<file path="config.mk">
export PLATFORM = sky130hd
export DESIGN_NAME = controlUnit
export DESIGN_NICKNAME = d
export VERILOG_FILES = /design/src/rtl/ctrlPkg.sv /design/src/rtl/controlUnit.sv /design/src/rtl/controlEncoder.sv /design/src/rtl/sequencer.sv /design/src/rtl/instrDecoder.sv
export SDC_FILE = /design/constraint.sdc
export NUM_CORES = 1
export LEC_CHECK = 0
export ABC_CLOCK_PERIOD_IN_PS = 3300
export BUFFER_PORTS_ARGS = -buffer_cell sky130_fd_sc_hd__buf_2
export CAP_MARGIN = 20
export CORE_MARGIN = 2
export CORE_UTILIZATION = 51
export CTS_CLUSTER_DIAMETER = 150
export CTS_CLUSTER_SIZE = 30
export DETAILED_ROUTE_END_ITERATION = 12
export HOLD_SLACK_MARGIN = 0.03
export PLACE_DENSITY = 0.83
export SYNTH_ARGS = -nofsm -noshare
export SYNTH_HDL_FRONTEND = slang
export SYNTH_SLANG_ARGS = --single-unit
</file>
<file path="constraint.sdc">
create_clock -name clk -period 3.3 [get_ports clk]
set_input_delay 0.495 -clock clk [delete_from_list [all_inputs] [get_ports clk]]
set_output_delay 0.495 -clock clk [all_outputs]
set_load 0.02 [all_outputs]
</file>
<file path="src/rtl/ctrlPkg.sv">
package ctrlPkg;

    //////////////////////////////////////////////////
    // Field widths
    //////////////////////////////////////////////////
    typedef logic [5:0] instr_t;
    typedef logic [3:0] opcode_t;
    typedef logic [2:0] aluOp_t;
    typedef logic [1:0] pcCtrl_t;
    typedef logic [1:0] cacheCtrl_t;
    typedef logic [1:0] accSrc_t;

    // Program counter commands
    localparam pcCtrl_t PC_HOLD  = 2'b00;
    localparam pcCtrl_t PC_LOAD  = 2'b01;
    localparam pcCtrl_t PC_INC   = 2'b10;
    localparam pcCtrl_t PC_CLEAR = 2'b11;

    // Memory commands for both caches
    localparam cacheCtrl_t CACHE_OFF   = 2'b00;
    localparam cacheCtrl_t CACHE_IDLE  = 2'b01;
    localparam cacheCtrl_t CACHE_READ  = 2'b10;
    localparam cacheCtrl_t CACHE_WRITE = 2'b11;

    localparam accSrc_t ACC_NONE  = 2'b00; // Don't care while accLoad low
    localparam accSrc_t ACC_MEM   = 2'b01;
    localparam accSrc_t ACC_ALU   = 2'b10;
    localparam accSrc_t ACC_IMMED = 2'b11;

    // Opcodes from instruction bits 5:2
    localparam opcode_t OP_ALU_LAST = 4'd6;
    localparam opcode_t OP_BRANCH   = 4'd7;
    localparam opcode_t OP_JUMP     = 4'd8;
    localparam opcode_t OP_LOAD     = 4'd10;
    localparam opcode_t OP_STORE    = 4'd11;

    localparam logic [1:0] MODE_IMMED = 2'b00; // Addressing mode in bits 1:0

    //////////////////////////////////////////////////
    // FSM types
    //////////////////////////////////////////////////
    typedef enum logic [2:0] {
        classAlu,
        classBranch,
        classJump,
        classLoad,
        classStore,
        classNone
    } instrClass_t;

    typedef enum logic [4:0] {
        stStart,
        stFetch0, stFetch1, stFetch2,
        stAlu0, stAluImmed, stAlu1, stAlu2,
        stLoad0, stLoadImmed, stLoad1, stLoad2,
        stStore0,
        stBranch0, stBranch1, stBranch2,
        stJump0, stJump1
    } ctrlState_t;

endpackage
</file>
<file path="src/rtl/controlUnit.sv">
`timescale 1ns/1ps

module controlUnit import ctrlPkg::*; (
    input  logic       clk,
    input  logic       reset,
    input  instr_t     ir,
    input  logic       instReady,
    input  logic       dataReady,
    input  logic       zeroFlag,
    output logic       accLoad,
    output accSrc_t    accSrc,
    output logic       ccLoad,
    output pcCtrl_t    pcCtrl,
    output logic       irLoad,
    output logic       marLoad,
    output logic       indirect,
    output aluOp_t     aluCtrl,
    output logic       aluSrc,
    output cacheCtrl_t dataCacheCtrl,
    output cacheCtrl_t instCacheCtrl
);

    instrClass_t instrClass;
    logic        immediate;
    logic        indirectMode;
    ctrlState_t  state;

    instrDecoder decoder (
        .ir           (ir),
        .instrClass   (instrClass),
        .immediate    (immediate),
        .indirectMode (indirectMode),
        .aluCtrl      (aluCtrl)
    );

    sequencer seq (
        .clk        (clk),
        .reset      (reset),
        .instrClass (instrClass),
        .immediate  (immediate),
        .instReady  (instReady),
        .dataReady  (dataReady),
        .zeroFlag   (zeroFlag),
        .state      (state)
    );

    // Control lines decoded from the current state
    controlEncoder encoder (
        .state         (state),
        .indirectMode  (indirectMode),
        .accLoad       (accLoad),
        .accSrc        (accSrc),
        .ccLoad        (ccLoad),
        .pcCtrl        (pcCtrl),
        .irLoad        (irLoad),
        .marLoad       (marLoad),
        .indirect      (indirect),
        .aluSrc        (aluSrc),
        .dataCacheCtrl (dataCacheCtrl),
        .instCacheCtrl (instCacheCtrl)
    );

endmodule

</file>
<file path="src/rtl/controlEncoder.sv">
`timescale 1ns/1ps

module controlEncoder import ctrlPkg::*; (
    input  ctrlState_t state,
    input  logic       indirectMode,
    output logic       accLoad,
    output accSrc_t    accSrc,
    output logic       ccLoad,
    output pcCtrl_t    pcCtrl,
    output logic       irLoad,
    output logic       marLoad,
    output logic       indirect,
    output logic       aluSrc,
    output cacheCtrl_t dataCacheCtrl,
    output cacheCtrl_t instCacheCtrl
);

    always_comb begin
        //////////////////////////////////////////////////
        // Idle word
        //////////////////////////////////////////////////
        accLoad       = 1'b0;
        accSrc        = ACC_NONE;
        ccLoad        = 1'b0;
        pcCtrl        = PC_HOLD;
        irLoad        = 1'b0;
        marLoad       = 1'b0;
        indirect      = 1'b0;
        aluSrc        = 1'b0;
        dataCacheCtrl = CACHE_IDLE;
        instCacheCtrl = CACHE_IDLE;

        case (state)
            stStart: begin
                pcCtrl        = PC_CLEAR;
                dataCacheCtrl = CACHE_OFF;
                instCacheCtrl = CACHE_OFF;
            end
            stFetch0: begin
                dataCacheCtrl = CACHE_READ;
                instCacheCtrl = CACHE_READ;
            end
            stFetch2: begin
                irLoad  = 1'b1;
                marLoad = 1'b1;
                pcCtrl  = PC_INC;
            end

            // Operand fetch from data memory
            stAlu1, stLoad1, stBranch0, stJump0: begin
                dataCacheCtrl = CACHE_READ;
                indirect      = indirectMode;
            end
            stStore0: begin
                dataCacheCtrl = CACHE_WRITE;
                indirect      = indirectMode;
            end

            // Accumulator writeback
            stAluImmed: begin
                accLoad = 1'b1;
                ccLoad  = 1'b1;
                accSrc  = ACC_ALU;
            end
            stAlu2: begin
                accLoad = 1'b1;
                ccLoad  = 1'b1;
                accSrc  = ACC_ALU;
                aluSrc  = 1'b1; // Operand from memory
            end
            stLoadImmed: begin
                accLoad = 1'b1;
                accSrc  = ACC_IMMED;
            end
            stLoad2: begin
                accLoad = 1'b1;
                accSrc  = ACC_MEM;
            end

            stBranch2, stJump1: pcCtrl = PC_LOAD;

            default: begin
            end
        endcase
    end

endmodule

</file>
<file path="src/rtl/sequencer.sv">
`timescale 1ns/1ps

module sequencer import ctrlPkg::*; (
    input  logic        clk,
    input  logic        reset,
    input  instrClass_t instrClass,
    input  logic        immediate,
    input  logic        instReady,
    input  logic        dataReady,
    input  logic        zeroFlag,
    output ctrlState_t  state
);

    ctrlState_t nextState;

    always_ff @(posedge clk) begin
        if (reset) begin
            state <= stStart;
        end else begin
            state <= nextState;
        end
    end

    //////////////////////////////////////////////////
    // Next state
    //////////////////////////////////////////////////
    always_comb begin
        nextState = state; // Wait states hold by default
        case (state)
            stStart: nextState = stFetch0;

            // Fetch
            stFetch0: begin
                if (instReady) begin
                    nextState = stFetch1;
                end
            end
            stFetch1: nextState = stFetch2;
            stFetch2: begin
                case (instrClass)
                    classAlu:    nextState = stAlu0;
                    classBranch: nextState = stBranch0;
                    classJump:   nextState = stJump0;
                    classLoad:   nextState = stLoad0;
                    classStore:  nextState = stStore0;
                    default:     nextState = stFetch0;
                endcase
            end

            // ALU
            stAlu0:     nextState = immediate ? stAluImmed : stAlu1;
            stAluImmed: nextState = stFetch0;
            stAlu1: begin
                if (dataReady) begin
                    nextState = stAlu2;
                end
            end
            stAlu2: nextState = stFetch0;

            // Load
            stLoad0:     nextState = immediate ? stLoadImmed : stLoad1;
            stLoadImmed: nextState = stFetch0;
            stLoad1: begin
                if (dataReady) begin
                    nextState = stLoad2;
                end
            end
            stLoad2: nextState = stFetch0;

            stStore0: begin
                if (dataReady) begin
                    nextState = stFetch0;
                end
            end

            // Branch taken only on zero
            stBranch0: begin
                if (dataReady) begin
                    nextState = stBranch1;
                end
            end
            stBranch1: nextState = zeroFlag ? stBranch2 : stFetch0;
            stBranch2: nextState = stFetch0;

            stJump0: begin
                if (dataReady) begin
                    nextState = stJump1;
                end
            end
            stJump1: nextState = stFetch0;

            default: nextState = stStart;
        endcase
    end

endmodule

</file>
<file path="src/rtl/instrDecoder.sv">
`timescale 1ns/1ps

module instrDecoder import ctrlPkg::*; (
    input  instr_t      ir,
    output instrClass_t instrClass,
    output logic        immediate,
    output logic        indirectMode,
    output aluOp_t      aluCtrl
);

    opcode_t opcode;

    assign opcode = ir[5:2];

    // Opcodes 0 through 6 all go to the ALU
    always_comb begin
        if (opcode <= OP_ALU_LAST) begin
            instrClass = classAlu;
        end else begin
            case (opcode)
                OP_BRANCH: instrClass = classBranch;
                OP_JUMP:   instrClass = classJump;
                OP_LOAD:   instrClass = classLoad;
                OP_STORE:  instrClass = classStore;
                default:   instrClass = classNone; // 9, 12-15 fall back to fetch
            endcase
        end
    end

    assign immediate    = (ir[1:0] == MODE_IMMED);
    assign indirectMode = ir[0];

    // Low three opcode bits select the ALU function
    assign aluCtrl = ir[4:2];

endmodule

</file>
Word level (Yosys, flattened, before mapping)
Cells that the tools add are included.
{"block": "op_classes", "addsub": 0, "multipliers": 0, "n_div": 0, "n_lt_le_gt_ge": 1, "n_eq_ne": 31, "shift": 0, "mux": 22, "bitwise": 0, "reduce_logical": 10}
{"cell": "$pmux W5 S12", "count": 1}
{"cell": "$eq A5 B4 Y1 const B", "count": 8}
{"cell": "$mux W5", "count": 6}
{"cell": "$pmux W5 S5", "count": 1}
{"cell": "$eq A5 B3 Y1 const B", "count": 4}
{"cell": "$pmux W2 S3", "count": 3}
{"cell": "$eq A4 B4 Y1 const B", "count": 3}
{"cell": "$ne A2 B2 Y1 const B", "count": 6}
{"cell": "$pmux W3 S4", "count": 1}
{"cell": "$eq A5 B2 Y1 const B", "count": 2}
{"cell": "$eq A5 B5 Y1 const B", "count": 2}
{"cell": "$reduce_or A5 Y1", "count": 2}
{"cell": "$reduce_or A7 Y1", "count": 1}
{"cell": "$eq A3 B2 Y1 const B", "count": 2}
{"cell": "$reduce_and A6 Y1", "count": 1}
{"cell": "$eq A5 B1 Y1 const B", "count": 1}
{"cell": "$logic_not A5 Y1", "count": 1}
{"cell": "$mux W1", "count": 5}
{"cell": "$eq A4 B3 Y1 const B", "count": 1}
{"cell": "$le A4 B3 Y1 const B", "count": 1}
{"cell": "$mux W2", "count": 2}
{"cell": "$mux W4", "count": 1}
{"cell": "$pmux W2 S2", "count": 1}
{"cell": "$reduce_or A2 Y1", "count": 2}
{"cell": "other kinds (6)", "count": 6}
{"block": "word_totals", "register_bits": 5, "latch_bits": 0, "ram_bits": 0, "romBits": 0, "output_inout_bits": 17, "word_cells": 65, "memories": 0}

Depth between registers and ports, before layout
{"block": "logic_depth", "ltp_word": 6, "depth_mapped": 7}

Cells and area by module
From an unflattened synthesis, not the netlist that was laid out.
{"block": "unflattened", "cells_unflattened": 115, "hier_area_um2": 835.8}
{"module": "sequencer", "instances": 1, "cells_per_inst": 64, "area_per_inst_um2": 503.0, "seq_area_each_um2": 100.1}
{"module": "controlEncoder", "instances": 1, "cells_per_inst": 41, "area_per_inst_um2": 257.7, "seq_area_each_um2": 0.0}
{"module": "instrDecoder", "instances": 1, "cells_per_inst": 10, "area_per_inst_um2": 75.1, "seq_area_each_um2": 0.0}

Least setup slack after synthesis
Ideal clock, no wire load.
{"block": "synth_path", "kind": "reg-to-output", "start": "reg seq.state[3]", "end": "out accLoad", "arrival_time_ns": 1.631, "required_ns": 2.805, "setup_slack_ns": 1.174, "path_stages_with_launch": 6, "n_path_buf": 2, "path_cell_list": "dfxtp_1 buf_2 buf_1 nand2_1 nor3_1 or2_2"}
{"block": "synth_between", "elab_chain_cells": 3, "elab_cells_between_ends": 6, "cone_classes": "eq/ne (4); mux (1); reduce/logical (1)"}
{"item": "start: declaration", "line_no": "sequencer.sv:11", "rtl": "output ctrlState_t state"}
{"item": "start signal: assignment", "line_no": "sequencer.sv:18", "rtl": "state <= stStart;"}
{"item": "start signal: assignment", "line_no": "sequencer.sv:20", "rtl": "state <= nextState;"}
{"item": "$eq A5 B4 Y1 / $eq A5 B3 Y1 (equally long branches)", "line_no": "controlEncoder.sv:33", "rtl": "case (state)"}
{"item": "$reduce_or A4 Y1 (no line) (*)"}
{"item": "$mux W1 (*)", "line_no": "controlEncoder.sv:33"}
{"item": "end: declaration", "line_no": "controlUnit.sv:10", "rtl": "output logic accLoad,"}
Mark *: on every way between the ends. The rest lies on a longest branch, timed or not.

Final worst setup path
{"block": "layout_path", "start": "reg seq.state[3]", "end": "out indirect"}
{"block": "layout_between", "elab_chain_cells": 3, "elab_cells_between_ends": 7, "cone_classes": "eq/ne (5); mux (1); reduce/logical (1)"}
{"item": "$eq A5 B3 Y1, or another cell as far along", "line_no": "controlEncoder.sv:33"}
{"item": "$reduce_or A5 Y1 (no line) (*)"}
{"item": "$mux W1 (*)", "line_no": "controlEncoder.sv:33"}
{"item": "end: declaration", "line_no": "controlUnit.sv:16", "rtl": "output logic indirect,"}
Marked as above.

==> results.md <==
- Post-DP HPWL: 1370 um
- Wirelength per Cell: 12.8 um
- Reg2Reg Depth: 5
- Setup Skew: 0.00226 ns
- Largest net degree at the start of global routing: 19
- Port buffer count: 27
- # diodes: 0
- Yosys cell types: 43
- Initial Util: 54.9%
- Number of fill cells in the layout: 126
- CTS tree: yes
- Worst-margin pin slew: 0.641 ns
- Final hold violation count: 0
- Commonest non-fill, non-tap cell in the layout: buf_2
- Die area: 1740 um2
- Worst Setup Path Type: reg -> out
- Drt pass-1 iters: 4
- Core Area: 1320 um2
- Largest Register: seq.state
- PD cells: 424 nW/um2
- RSZ-0062 raised after global routing: no
- Slew Limit Headroom: 57.2%
- WL final: 1780 um
- Primary FF master, synth: dfxtp_1
- Antenna violations before repair: 0
- CTS buffer count: 3
- Hold path start: reset
- H-Tree Depth: 1
- Pwr Total: 0.354 mW
- Nets: 136
- Critical Path AT: 1.92 ns
- Final worst path period share: 73.2%
- Number of synthesized flops with an enable pin: 0
- Max IR drop VDD: 0.321 mV
- Mapped Nets: 115
- Fmax: 414 MHz
- CTS Hold Bufs: 0
- Asr flop ratio synth: 0%
- Die width: 41.7 um
- Final Util: 63.5%
- P&R area growth vs syn: 15.7%
- # Max-Cap Violations: 0
- Residual DRC count: 0
- FF-to-FF setup slack: 1.36 ns
- P_leak: 0.357 nW
- Crit end category: output port
- Setup TNS: 0 ns
- Final setup violation count: 0
- Reg-to-reg critical path startpoint: seq.state[3]
- Seq/Total Area, Yosys: 13.8%
- Clock transition at the registers of the reported paths: 0.04 ns
- Syn Std Cell Area: 723 um2
- Final instance area: 837 um2
- Commonest non-fill, non-tap cells in the layout: 27 x buf_2, 11 x o21ai_0, 10 x nor2_1, 10 x a21oi_1, 7 x nand2_1
- Reg-to-Reg End: seq.state[1]
- Hold Path End: seq.state[1]
- TritonCTS Sinks: 5
- Vias in the first global route: 706
- CTS resizes: 0
- Synth warn: 0
- Biggest regs: seq.state: 5 flops
- Ratio of cells with drive above 1 in the final layout: 33.9%
- DP Cell Count: 135
- Vias/cell: 5.86
- Placement Cell Area: 811 um2
- Detailed Route Iter0 Violations: 28
- Gpl congestion: 0.845
- Die height: 41.7 um
- First-pass GRT wire length: 2870 um
- Crit start category: register
- Avg Cell Area, Syn: 6.95 um2
- Max clock buf depth: 2
- Post-Synthesis Cells: 104
- Max reg flops: 5
- FP Rows: 13
- Final non-filler cell total: 139
- CP Data Required Time: 2.80 ns
- HP Class: in -> reg
- Status: finished clean
- Max-slew violations: 0
- Min Tclk post-route: 2.42 ns
- DR vias: 814
- GRT Overall Usage: 20.8%
- ANT nets after route: 0
- Overflow after GRT: 0
- I/O pin count: 28
- Hold path cells: 2
- Post-CTS setup buffer count: 0
- Root buf cell: clkbuf_4
- Synthesis-stage register bit count: 5
- Clk_lat worst skew: 0.24 ns
- Worst-path fanout max: 18
[layer usage]
metal	wire, um	vias up	GRT usage (%)
li1	-	415	-
met1	704	358	25.8
met2	894	41	35.3
met3	176	0	4.35
met4	0	0	7.10
met5	0	-	0
[per-stage QoR]
stage,hold slack [ns],setup slack (ns)
2_1_floorplan,0.564,1.17
3_3_place_gp,0.683,1.21
3_5_place_dp,0.688,1.15
4_1_cts,0.470,0.892
5_1_grt,0.471,0.749
6_report,0.483,0.885
[cells in the mapped netlist (all sizes together), types with 2 or more instances]
| library cell | number | area (um2) |
|---|---|---|
| buf | 8 | 55.1 |
| nand2 | 7 | 26.3 |
| and2 | 2 | 12.5 |
| a21boi | 2 | 15.0 |
| a21oi | 10 | 50.1 |
| dfxtp | 5 | 100 |
| o21bai | 2 | 15.0 |
| a22o | 2 | 17.5 |
| nand2b | 4 | 25.0 |
| o21ai | 13 | 68.8 |
| or2 | 3 | 18.8 |
| nor3 | 4 | 20.0 |
| clkbuf | 3 | 11.3 |
| nor2 | 10 | 37.5 |
| nand3 | 3 | 15.0 |
| or3 | 2 | 22.5 |
| nor2b | 3 | 18.8 |
[final cells by class]
type	instances	area [um2]	share of cell area, %
clock buffer	4	26.3	3.14
inverter	1	6.26	0.747
multi-input combinational	87	551	65.8
sequential	5	100	12.0
tap	15	18.8	2.24
timing repair buffer	27	135	16.1
[worst max-delay path by stage]
stage               end          from  slack [ns]
6_report       indirect  seq.state[3]        0.88
5_1_grt        indirect  seq.state[3]        0.75
4_1_cts        indirect  seq.state[3]        0.89
3_5_place_dp   indirect  seq.state[3]        1.15
3_3_place_gp   indirect  seq.state[4]        1.21
2_1_floorplan   accLoad  seq.state[3]        1.17
[report_power, final]
part	switching, mW	internal [mW]
Clock	0.0231	0.0456
Sequential	0.0256	0.0673
Combinational	0.111	0.0817
[logic make-up after synthesis]
kind of cell	share of synthesized area [%]
AND/OR/NAND/NOR	37.7
AO/OA/AOI/OAI	33.0
buffers and inverters	10.0
flip-flops	13.8
XOR/XNOR	2.42
multiplexers	2.94
[worst max-delay path, cell delays in order, from the launching register on]
cell and delay (ns):
dfxtp_1 0.72, xnor2_1 0.20, o22a_1 0.28, o21ai_0 0.19, and2_1 0.14, buf_2 0.15
Power figures use the tool's default switching activity.
